File: config.mk
export PLATFORM = sky130hd
export DESIGN_NAME = sw_stripe_top
export DESIGN_NICKNAME = d
export VERILOG_FILES = /design/src/hw/sw_pkg.sv /design/src/hw/sw_link_if.sv /design/src/hw/sw_pe.sv /design/src/hw/sw_max_tree.sv /design/src/hw/sw_pe_array.sv /design/src/hw/sw_stripe_ctrl.sv /design/src/hw/sw_stripe_top.sv
export VERILOG_INCLUDE_DIRS = /design/src /design/src/hw
export SDC_FILE = /design/constraint.sdc
export NUM_CORES = 2
export LEC_CHECK = 0
export ABC_CLOCK_PERIOD_IN_PS = 33100
export CAP_MARGIN = 10
export CORE_ASPECT_RATIO = 1.75
export CORE_MARGIN = 2
export CORE_UTILIZATION = 60
export CTS_BUF_LIST = sky130_fd_sc_hd__clkbuf_2
export CTS_CLUSTER_DIAMETER = 40
export DETAILED_ROUTE_END_ITERATION = 8
export DONT_BUFFER_PORTS = 1
export HOLD_SLACK_MARGIN = 0.02
export PLACE_DENSITY = 0.85
export SLEW_MARGIN = 25
export SYNTH_ARGS = -nofsm -noshare
export SYNTH_HDL_FRONTEND = slang
export SYNTH_SLANG_ARGS = --single-unit
File: constraint.sdc
create_clock -name i_clk -period 33.1 [get_ports i_clk]
set_input_delay 4.965 -clock i_clk [delete_from_list [all_inputs] [get_ports i_clk]]
set_output_delay 4.965 -clock i_clk [all_outputs]
set_load 0.05 [all_outputs]
File: src/hw/sw_params.svh
`ifndef SW_PARAMS_SVH
`define SW_PARAMS_SVH

// one query base per element
`define SW_PE_COUNT 8
`define SW_QUERY_W (2 * `SW_PE_COUNT)

`define SW_SCORE_W 14
`define SW_POS_W 10

// linear part of the affine gap is charged on every gap base
`define SW_MATCH 2
`define SW_MISMATCH (-3)
`define SW_GAP_OPEN (-12)
`define SW_GAP_EXTEND (-1)

`define SW_XDROP 40

// top two bits set to leave headroom for extend and x-drop subtraction
`define SW_NEG_INF (-(1 << (`SW_SCORE_W - 2)))

`endif

File: src/hw/sw_pkg.sv
`include "sw_params.svh"

package sw_pkg;

    typedef logic signed [`SW_SCORE_W-1:0] score_t;

    // any fixed mapping of A/C/G/T to 0..3
    typedef logic [1:0] base_t;

    typedef logic [`SW_POS_W-1:0] pos_t;

    typedef enum logic [1:0] {
        IDLE,
        CALC,
        DONE
    } stripe_state_t;

endpackage

File: src/hw/sw_link_if.sv
`timescale 1ns/1ps

// carries the cell above the receiving element
interface sw_link_if import sw_pkg::*; ();
    base_t  base;
    logic   valid;
    score_t h;
    score_t f;

    modport src (
        output base,
        output valid,
        output h,
        output f
    );

    modport dst (
        input base,
        input valid,
        input h,
        input f
    );
endinterface

File: src/hw/sw_pe.sv
`timescale 1ns/1ps
`include "sw_params.svh"

module sw_pe import sw_pkg::*; (
    input  logic   i_clk,
    input  logic   i_rst,
    input  base_t  i_query_base,
    input  score_t i_left_h,
    input  score_t i_left_e,
    sw_link_if.dst link_in,
    sw_link_if.src link_out
);
    localparam score_t OPEN_EXT = score_t'(`SW_GAP_OPEN + `SW_GAP_EXTEND);
    localparam score_t EXT = score_t'(`SW_GAP_EXTEND);
    localparam score_t MATCH = score_t'(`SW_MATCH);
    localparam score_t MISMATCH = score_t'(`SW_MISMATCH);

    logic   valid_q;
    base_t  base_q;
    score_t h_q;
    score_t f_q;
    // E of the previous cell in this row
    score_t row_e;
    // H(i-1, j-1), the top value one step late
    score_t diag_h;

    score_t e_open;
    score_t e_ext;
    score_t e_new;
    score_t f_open;
    score_t f_ext;
    score_t f_new;
    score_t h_diag;
    score_t h_gap;
    score_t h_new;

    always_comb begin
        e_open = h_q + OPEN_EXT;
        e_ext = row_e + EXT;
        e_new = (e_open > e_ext) ? e_open : e_ext;
        f_open = link_in.h + OPEN_EXT;
        f_ext = link_in.f + EXT;
        f_new = (f_open > f_ext) ? f_open : f_ext;
        h_diag = diag_h + ((i_query_base == link_in.base) ? MATCH : MISMATCH);
        h_gap = (e_new > f_new) ? e_new : f_new;
        h_new = (h_diag > h_gap) ? h_diag : h_gap;
    end

    always_ff @(posedge i_clk or posedge i_rst) begin
        if (i_rst) begin
            valid_q <= 1'b0;
        end else begin
            valid_q <= link_in.valid;
        end
    end

    always_ff @(posedge i_clk) begin
        if (link_in.valid) begin
            h_q <= h_new;
            f_q <= f_new;
            row_e <= e_new;
            base_q <= link_in.base;
        end else begin
            // idle row restarts from the left boundary
            h_q <= i_left_h;
            row_e <= i_left_e;
        end
        diag_h <= link_in.h;
    end

    assign link_out.valid = valid_q;
    assign link_out.base = base_q;
    assign link_out.h = h_q;
    assign link_out.f = f_q;

endmodule

File: src/hw/sw_max_tree.sv
`timescale 1ns/1ps
`include "sw_params.svh"

module sw_max_tree import sw_pkg::*; (
    input  score_t                  i_h [`SW_PE_COUNT],
    input  logic [`SW_PE_COUNT-1:0] i_active,
    output score_t                  o_max
);
    localparam int DEPTH = $clog2(`SW_PE_COUNT);
    localparam int LEAVES = 1 << DEPTH;
    localparam score_t NEG_INF = score_t'(`SW_NEG_INF);

    genvar gl, gi;

    generate
        for (gl = 0; gl <= DEPTH; gl++) begin : g_lvl
            score_t node [LEAVES >> gl];

            if (gl == 0) begin : g_leaf
                for (gi = 0; gi < LEAVES; gi++) begin : g_in
                    if (gi < `SW_PE_COUNT) begin : g_pe
                        // idle cells must never win
                        assign node[gi] = i_active[gi] ? i_h[gi] : NEG_INF;
                    end else begin : g_pad
                        assign node[gi] = NEG_INF;
                    end
                end
            end else begin : g_cmp
                for (gi = 0; gi < (LEAVES >> gl); gi++) begin : g_pair
                    assign node[gi] =
                        (g_lvl[gl-1].node[2*gi] > g_lvl[gl-1].node[2*gi+1]) ?
                        g_lvl[gl-1].node[2*gi] : g_lvl[gl-1].node[2*gi+1];
                end
            end
        end
    endgenerate

    assign o_max = g_lvl[DEPTH].node[0];

endmodule

File: src/hw/sw_pe_array.sv
`timescale 1ns/1ps
`include "sw_params.svh"

module sw_pe_array import sw_pkg::*; (
    input  logic                    i_clk,
    input  logic                    i_rst,
    input  logic                    i_load,
    input  logic                    i_flush,
    input  logic [`SW_QUERY_W-1:0]  i_query,
    input  logic                    i_ref_valid,
    input  base_t                   i_ref_base,
    output score_t                  o_h [`SW_PE_COUNT],
    output logic [`SW_PE_COUNT-1:0] o_active
);
    localparam score_t OPEN_EXT = score_t'(`SW_GAP_OPEN + `SW_GAP_EXTEND);
    localparam score_t EXT = score_t'(`SW_GAP_EXTEND);
    localparam score_t NEG_INF = score_t'(`SW_NEG_INF);

    logic [`SW_QUERY_W-1:0] query_q;
    logic                   run;
    logic                   feed_valid;
    // H(-1, j) for the next column entering element 0
    score_t                 top_h;

    sw_link_if link [`SW_PE_COUNT+1] ();

    assign feed_valid = i_ref_valid & run;

    // between jobs the feed shows H(-1,-1) = 0 as element 0's diagonal
    assign link[0].valid = feed_valid;
    assign link[0].base = i_ref_base;
    assign link[0].h = feed_valid ? top_h : '0;
    assign link[0].f = NEG_INF;

    always_ff @(posedge i_clk or posedge i_rst) begin
        if (i_rst) begin
            run <= 1'b0;
            o_active <= '0;
        end else begin
            if (i_flush) begin
                run <= 1'b0;
            end else if (i_load) begin
                run <= 1'b1;
            end
            // enable shift register follows the wavefront down the chain
            if (i_flush) begin
                o_active <= '0;
            end else begin
                o_active <= {o_active[`SW_PE_COUNT-2:0], feed_valid};
            end
        end
    end

    always_ff @(posedge i_clk) begin
        if (i_load) begin
            query_q <= i_query;
            top_h <= OPEN_EXT;
        end else if (feed_valid) begin
            top_h <= top_h + EXT;
        end
    end

    genvar gi;

    generate
        for (gi = 0; gi < `SW_PE_COUNT; gi++) begin : g_pe
            // H(i,-1) for row i
            localparam score_t LEFT_H =
                score_t'(`SW_GAP_OPEN + `SW_GAP_EXTEND * (gi + 1));

            sw_pe u_pe (
                .i_clk        (i_clk),
                .i_rst        (i_rst),
                .i_query_base (query_q[2*gi +: 2]),
                .i_left_h     (LEFT_H),
                .i_left_e     (NEG_INF),
                .link_in      (link[gi]),
                .link_out     (link[gi+1])
            );

            assign o_h[gi] = link[gi+1].h;
        end
    endgenerate

endmodule

File: src/hw/sw_stripe_ctrl.sv
`timescale 1ns/1ps
`include "sw_params.svh"

module sw_stripe_ctrl import sw_pkg::*; (
    input  logic   i_clk,
    input  logic   i_rst,
    input  logic   i_load,
    input  logic   i_ref_last,
    input  score_t i_diag_max,
    output logic   o_busy,
    output logic   o_done,
    output pos_t   o_end_position,
    output score_t o_max_score,
    output logic   o_flush
);
    localparam score_t NEG_INF = score_t'(`SW_NEG_INF);
    localparam score_t XDROP = score_t'(`SW_XDROP);
    localparam pos_t DRAIN = pos_t'(`SW_PE_COUNT);

    stripe_state_t state;

    // cycles since the first base; the tree shows diagonal step-1
    pos_t   step;
    pos_t   last_step;
    logic   last_seen;
    score_t best;

    score_t best_nxt;
    score_t threshold;
    logic   eval;
    logic   xdrop;
    logic   at_last;

    always_comb begin
        eval = (state == CALC) && (step != '0);
        threshold = best - XDROP;
        best_nxt = (i_diag_max > best) ? i_diag_max : best;
        xdrop = eval && (i_diag_max < threshold);
        at_last = eval && last_seen && (step == last_step);
    end

    assign o_flush = xdrop | at_last;
    assign o_busy = (state == CALC);
    assign o_done = (state == DONE);
    assign o_max_score = best;

    always_ff @(posedge i_clk or posedge i_rst) begin
        if (i_rst) begin
            state <= IDLE;
            step <= '0;
            last_step <= '0;
            last_seen <= 1'b0;
            best <= NEG_INF;
            o_end_position <= '0;
        end else begin
            case (state)
                IDLE, DONE: begin
                    if (i_load) begin
                        state <= CALC;
                        step <= '0;
                        last_seen <= 1'b0;
                        best <= NEG_INF;
                    end else begin
                        state <= IDLE;
                    end
                end
                CALC: begin
                    step <= step + 1'b1;
                    // final diagonal shows up once the last base has crossed the array
                    if (i_ref_last && !last_seen) begin
                        last_seen <= 1'b1;
                        last_step <= step + DRAIN;
                    end
                    if (eval) begin
                        best <= best_nxt;
                    end
                    if (o_flush) begin
                        state <= DONE;
                        o_end_position <= step - 1'b1;
                    end
                end
                default: begin
                    state <= IDLE;
                end
            endcase
        end
    end

endmodule

File: src/hw/sw_stripe_top.sv
`timescale 1ns/1ps
`include "sw_params.svh"

module sw_stripe_top import sw_pkg::*; (
    input  logic                   i_clk,
    input  logic                   i_rst,
    input  logic                   i_load,
    input  logic [`SW_QUERY_W-1:0] i_query,
    input  logic                   i_ref_valid,
    input  base_t                  i_ref_base,
    input  logic                   i_ref_last,
    output logic                   o_busy,
    output logic                   o_done,
    output pos_t                   o_end_position,
    output score_t                 o_max_score
);
    score_t                  pe_h [`SW_PE_COUNT];
    logic [`SW_PE_COUNT-1:0] pe_active;
    score_t                  diag_max;
    logic                    flush;

    sw_pe_array u_sw_pe_array (
        .i_clk       (i_clk),
        .i_rst       (i_rst),
        .i_load      (i_load),
        .i_flush     (flush),
        .i_query     (i_query),
        .i_ref_valid (i_ref_valid),
        .i_ref_base  (i_ref_base),
        .o_h         (pe_h),
        .o_active    (pe_active)
    );

    sw_max_tree u_sw_max_tree (
        .i_h      (pe_h),
        .i_active (pe_active),
        .o_max    (diag_max)
    );

    sw_stripe_ctrl u_sw_stripe_ctrl (
        .i_clk          (i_clk),
        .i_rst          (i_rst),
        .i_load         (i_load),
        .i_ref_last     (i_ref_last),
        .i_diag_max     (diag_max),
        .o_busy         (o_busy),
        .o_done         (o_done),
        .o_end_position (o_end_position),
        .o_max_score    (o_max_score),
        .o_flush        (flush)
    );

endmodule

Yosys cells after proc, flatten, opt, wreduce, memory -nomap -nowiden
Cells that the tools add are included.
Word-level totals
  output and inout bits: 26
  word-level logic and storage cells: 238
  bits of input ports: 23
  bits in registers: 541
Cells by class
  equal/unequal tests: 16
  bitwise logic cells: 2
  mux-type cells: 71
  add/subtract/negate cells: 37
  reductions and logical operators: 16
  order comparisons: 41
Operator list (number)
  2-to-1 mux 14 bit: 59
  greater-than comparator 14 bit: 39
  adder 14 x 1 -> 14 bit, second input constant: 16
  adder 14 x 5 -> 14 bit, second input constant: 9
  adder 14 bit: 8
  one-hot mux 14 bit (2 select lines): 1
  one-hot mux 10 bit (2 select lines): 1
  equality test 2 bit: 8
  greater-than comparator 14 bit, second input constant: 1
  less-than comparator 14 bit: 1
  subtractor 14 x 7 -> 14 bit, second input constant: 1
  adder 10 x 1 -> 10 bit, second input constant: 1
  adder 10 x 4 -> 10 bit, second input constant: 1
  equality test 10 bit: 1
  2-to-1 mux 10 bit: 1
  nonzero test 10 bit: 1
  subtractor 10 x 1 -> 10 bit, second input constant: 1
  2-to-1 mux 8 bit: 1
  inequality test 2 x 1 -> 1 bit, second input constant: 4
  AND reduction 2 bit: 3
  logical AND 1 bit: 5
  2-to-1 mux 1 bit: 5
  one-hot mux 2 bit (2 select lines): 1
  AND reduction 4 bit: 1
  12 further kinds: 13

Longest topological paths before layout
  depth in word-level cells: 12
  gate-level depth with buffers: 57

Modules after synthesis
From an unflattened synthesis, not the netlist that was laid out.
Unflattened totals
  cells, all modules: 6717
  area, all modules: 56585.5 µm²
Modules (own cells, without submodules)
  sw_pe (u_sw_pe_array.g_pe[0].u_pe ...): area an instance 5866.9 µm², cells an instance 690, sequential area each 1346.3 µm², times used 5
  sw_pe (u_sw_pe_array.g_pe[7].u_pe): area an instance 5988.2 µm², cells an instance 685, sequential area each 1346.3 µm², times used 1
  sw_pe (u_sw_pe_array.g_pe[6].u_pe): area an instance 5704.2 µm², cells an instance 647, sequential area each 1346.3 µm², times used 1
  sw_pe (u_sw_pe_array.g_pe[1].u_pe): area an instance 5464.0 µm², cells an instance 647, sequential area each 1346.3 µm², times used 1
  sw_max_tree: area an instance 4825.9 µm², cells an instance 724, sequential area each 0.0 µm², times used 1
  sw_stripe_ctrl: area an instance 3711.1 µm², cells an instance 428, sequential area each 1178.6 µm², times used 1
  sw_pe_array: area an instance 1557.7 µm², cells an instance 136, sequential area each 985.9 µm², times used 1

Worst setup path after synthesis
No wires, ideal clock.
  path type: input to register
  start: input port i_ref_valid
  end: register u_sw_pe_array.g_pe[0].u_pe.h_q[10]
  stages: 41
  arrival time: 12.319 ns
  path slack: 20.625 ns
  required time: 32.944 ns
  path through: nand2_1 clkinv_1 nand2_1 inv_1 o211ai_1 nand4_1 or3_1 or3_1 nor3_1 xnor2_1 nand2_1 nand2_1 inv_1 ha_1 nor2b_1 o21a_1 o21a_1 o21a_1 [... 5 more ...] a21oi_1 nor2b_1 o21a_1 o21ai_0 a21oi_1 a21oi_1 clkbuf_1 mux2i_1 ha_1 a21o_1 a21o_1 a211oi_1 o221ai_1 xnor2_1 o31ai_1 clkbuf_1 a21o_1 nand2_1
Between the ends
  word-level cells in the longest chain between the ends: 9
RTL lines
  start: declaration: RTL line sw_stripe_top.sv:9  | input logic i_ref_valid,
  AND 1 bit (*): RTL line sw_pe_array.sv:27  | assign feed_valid = i_ref_valid & run;
  2-to-1 mux 14 bit (*): RTL line sw_pe_array.sv:32  | assign link[0].h = feed_valid ? top_h : '0;
  net u_sw_pe_array.g_pe[0].u_pe.link_in.h[0]: RTL line sw_link_if.sv:20  | input h,
  adder 14 x 5 -> 14 bit (*): RTL line sw_pe.sv:41  | f_open = link_in.h + OPEN_EXT;
  greater-than comparator 14 bit: RTL line sw_pe.sv:43  | f_new = (f_open > f_ext) ? f_open : f_ext;
  2-to-1 mux 14 bit (*): RTL line sw_pe.sv:43
  net u_sw_pe_array.g_pe[0].u_pe.f_new[13]: RTL line sw_pe.sv:32  | score_t f_new;
  greater-than comparator 14 bit: RTL line sw_pe.sv:45  | h_gap = (e_new > f_new) ? e_new : f_new;
  2-to-1 mux 14 bit (*): RTL line sw_pe.sv:45
  greater-than comparator 14 bit: RTL line sw_pe.sv:46  | h_new = (h_diag > h_gap) ? h_diag : h_gap;
  2-to-1 mux 14 bit (*): RTL line sw_pe.sv:46
  end signal: assignment: RTL line sw_pe.sv:59  | h_q <= h_new;
  end signal: assignment: RTL line sw_pe.sv:65  | h_q <= i_left_h;
  end: declaration: RTL line sw_pe.sv:20  | score_t h_q;
Mark *: on every way through the listed nets, which the timed path passes. The rest lies on a longest branch.
A chain may end at the register's enable or synchronous reset.

Final worst setup path
  start: input port i_ref_valid
  end: register u_sw_pe_array.g_pe[0].u_pe.h_q[6]
The elaborated chain is that of the path after synthesis.

==> summary.md <==
| Metric | Value |
|---|---|
| Cell types with the largest area share after synthesis | `sky130_fd_sc_hd__ha_1 18%, sky130_fd_sc_hd__dfxtp_1 15%, sky130_fd_sc_hd__edfxtp_1 8.5%` |
| Final estimated routing congestion in global placement | `~0.98` |
| XOR/XNOR Fraction of Synth Area | `8.72%` |
| H-tree levels | `4` |
| Core area | `approximately 0.075 mm2` |
| Sort of element at the end of the critical path | `flip-flop` |
| Port buffer count | `0` |
| Average footprint of a synthesized cell | `approximately 8.6 um2` |
| Worst Reg2Reg Path Length in Cells | `35` |
| Peak-usage layer in the global routing report | `met2` |
| Library cells used by synthesis | `between 100 and 150` |
| Data required time at the worst endpoint | `34.36 ns` |
| Synthesis-to-layout area growth | `4.95%` |
| Setup slack, reg-to-reg | `21.72 ns` |
| Sequential-to-total area share from yosys stat | `between 20 and 30%` |
| Number of rows created at floorplan | `133` |
| Net count reported at finish | `5961` |
| Kind of path behind the tightest hold check | `reg2reg` |
| Arrival time reported for the critical path endpoint | `13.27 ns` |
| Mux cell area share after synthesis | `6.41%` |
| Unrepaired setup endpoints after global routing | `false` |
| Fill cells | `between 6000 and 7000` |
| Routing usage on met1 | `roughly 29%` |
| Most used cell, CP | `sky130_fd_sc_hd__o21a_1` |
| Count of endpoints failing hold in the final timing report | `0` |
| Dpl hpwl | `100000 um` |
| Cell family contributing the most delay on the critical path | `compound AO/OA/AOI/OAI gates` |
| Gate Count Post-Synth | `5258` |
| Total via count after detailed routing | `39000` |
| DRC errors left | `0` |
| Drt first pass iters | `8` |
| Most common cell in the netlist | `sky130_fd_sc_hd__ha_1` |
| M3 GR Usage | `5.09%` |
| CTS Hold Bufs | `0` |
| Number of DRC markers in iteration 0 | `2407` |
| Predominant post-synthesis flop cell | `sky130_fd_sc_hd__dfxtp_1` |
| Met2 capacity usage during global routing | `around three fifths` |
| Headroom to the max-slew limit | `27.9%` |
| Delay of the slowest critical-path stage | `0.40 ns` |
| Fmax | `83.2 MHz` |
| Synth async-reset ratio | `11.6%` |
| Clk sinks | `541` |
| Die Area | `~0.08 mm2` |
| Vias/cell | `just over 6` |
| Clock-pin slew reported for the worst setup and hold paths after clock tree synthesis | `between 0.1 and 0.15 ns` |
| Buffers and inverters on the worst path | `6` |
| Share of post-route cells with drive strength above 1 | `~6.7%` |
| Clock tree from TritonCTS | `yes` |
| Post-synth top area cell | `sky130_fd_sc_hd__ha_1` |
| Pin count of the biggest net entering global routing | `64` |
| Vias in the first global route | `between 30000 and 40000` |
| Pin slew with the least headroom to its limit | `1.08 ns` |
| Critical R2R Capture | `u_sw_stripe_ctrl.o_end_position[1]` |
| Summed instance area of the synthesized netlist | `between 0.04 and 0.05 mm2` |
| Crit Path Max Fanout | `approximately 50` |
| Final setup violation count | `0` |
| Area of the multi-input gates | `about 0.031 mm2` |
| Yosys synthesis warning count | `0` |
| Clock latency reported for the late side of the worst-skew pair | `~1.4 ns` |
| Count of flip-flops with a built-in enable after synthesis | `128` |
| Clk Tree Root Cell | `sky130_fd_sc_hd__clkbuf_2` |
| Chip width | `approximately 210 um` |
| Outcome | `finished clean` |
| Compound-Gate Fraction of Synth Area | `15.0%` |
| Setup TNS after final layout | `0 ns` |
| Final Routed Wirelength | `125000 um` |
| Slowest library cell on the worst path | `sky130_fd_sc_hd__nand2_1` |
| Worst clock skew on the final layout | `0.0926 ns` |
| Category of the worst setup path launch point | `input port` |
| Antenna violations before repair | `3` |
| Post-synth top area share | `between 10% and 20%` |
| Final clock period utilization by the worst path | `~36%` |
| Post CTS Setup Buffer Count | `0` |
| Most used standard cells in the synthesized netlist | `666 x sky130_fd_sc_hd__ha_1, 431 x sky130_fd_sc_hd__inv_1, 393 x sky130_fd_sc_hd__nor2_1` |
| Resize count post-CTS | `0` |
| Startpoint-to-endpoint class of the critical path | `in2reg` |
| Final min period | `about 12 ns` |
| Boundary Pins | `49` |
| Critical R2R Launch | `u_sw_pe_array.o_active[6]` |
| Vert. Die Dim | `between 300 and 400 um` |
| Number of buffers created by CTS | `130` |
| Remaining number of nets flagged by the antenna check after routing | `0` |
| Adder-cell area share of the yosys netlist | `18.8%` |
| Wire length of the first global-routing pass | `between 150000 and 200000 um` |
| Simple-Gate Fraction of Synth Area | `18.6%` |
| Bufs on Longest Clock Path | `3` |
| Syn nets | `~6000` |
| Total area of sequential cells | `about 0.012 mm2` |
| Final max-slew violation count | `0` |
| Reported max-cap violation count | `0` |
| Post-synthesis sequential element count | `541` |
| Global-route usage over all layers | `32.1%` |
| Worst setup endpoint | `u_sw_pe_array.g_pe[0].u_pe.link_out.h[6]` |
| Origin of the worst setup path | `i_ref_valid` |
| Initial standard-cell utilization of the core | `60.5%` |
| GRT Residual Overflow | `0` |
| Detail-routed net length per standard cell | `19.7 um` |
| Combinational family with the most area after synthesis | `adder cells` |
| WP depth | `42` |
## layout make-up
type / instances / area share [%]
diodes: 5 / 0.0263
well taps: 945 / 2.49
clock inverters: 53 / 0.903
repair buffers: 32 / 0.506
multi-input cells: 4127 / 64.6
flip-flops and latches: 541 / 26.2
inverters: 432 / 3.42
clock buffers: 184 / 1.94
## registers in the layout, summed over array words and instances, names as in the netlist, 10 cells and up
name,count
u_sw_stripe_ctrl.step,10
u_sw_pe_array.g_pe.u_pe.link_out.f,98
u_sw_pe_array.g_pe.u_pe.link_out.base,14
u_sw_stripe_ctrl.last_step,10
u_sw_pe_array.g_pe.u_pe.row_e,112
u_sw_stripe_ctrl.o_end_position,10
u_sw_pe_array.query_q,16
u_sw_pe_array.g_pe.u_pe.diag_h,112
u_sw_pe_array.g_pe.u_pe.link_out.h,112
u_sw_stripe_ctrl.o_max_score,14
u_sw_pe_array.top_h,14
## cell families (layout without fill, tap and decap cells)
kind of cell,after synthesis,after routing
AO/OA/AOI/OAI,1047,1047
XOR/XNOR,451,451
adder cells (fa/ha/maj),676,676
buffers and inverters,590,701
flip-flops,541,541
multiplexers,285,285
other,0,5
AND/OR/NAND/NOR,1668,1668
## through the flow
step	utilization [%]	setup slack (ns)	hold slack, ns	instance area, um2	instances
floorplan	-	20.63	0.326	45300	5258
global placement	61.6	19.84	0.392	46100	6077
detailed placement	61.6	19.72	0.392	46100	6077
CTS	63.4	21.24	0.389	47500	6314
global route	63.4	20.44	0.419	47500	6315
finish	63.5	21.09	0.380	47500	6319
## metal layers
layer | up-vias | share of wire [%]
li1 | 18700 | -
met1 | 18300 | 33
met2 | 1312 | 52
met3 | 660 | 4.5
met4 | 0 | 10
met5 | - | 0
## how the worst min path moves through the flow
stage	endpoint	from	cells after the start
after floorplan	u_sw_pe_array.g_pe[1].u_pe.diag_h[7]	u_sw_pe_array.g_pe[0].u_pe.link_out.h[7]	0
after global placement	u_sw_pe_array.g_pe[5].u_pe.diag_h[13]	u_sw_pe_array.g_pe[4].u_pe.link_out.h[13]	0
after detailed placement	u_sw_pe_array.g_pe[5].u_pe.diag_h[13]	u_sw_pe_array.g_pe[4].u_pe.link_out.h[13]	0
after CTS	u_sw_pe_array.g_pe[5].u_pe.diag_h[1]	u_sw_pe_array.g_pe[4].u_pe.link_out.h[1]	0
after global routing	u_sw_pe_array.g_pe[5].u_pe.diag_h[1]	u_sw_pe_array.g_pe[4].u_pe.link_out.h[1]	0
final	u_sw_pe_array.g_pe[5].u_pe.diag_h[1]	u_sw_pe_array.g_pe[4].u_pe.link_out.h[1]	0
## layout by cell type (no fill, tap or decap), types with 184 or more instances in the layout
cell type                    n
sky130_fd_sc_hd__inv_1     430
sky130_fd_sc_hd__mux2i_1   248
sky130_fd_sc_hd__ha_1      666
sky130_fd_sc_hd__xnor2_1   304
sky130_fd_sc_hd__a21oi_1   312
sky130_fd_sc_hd__dfxtp_1   350
sky130_fd_sc_hd__clkbuf_2  184
sky130_fd_sc_hd__o21ai_0   217
sky130_fd_sc_hd__nor2_1    393
sky130_fd_sc_hd__nand2_1   374
Power is not shown: default switching activity piles up to over one toggle a cycle in this logic, so the estimate is an artifact.
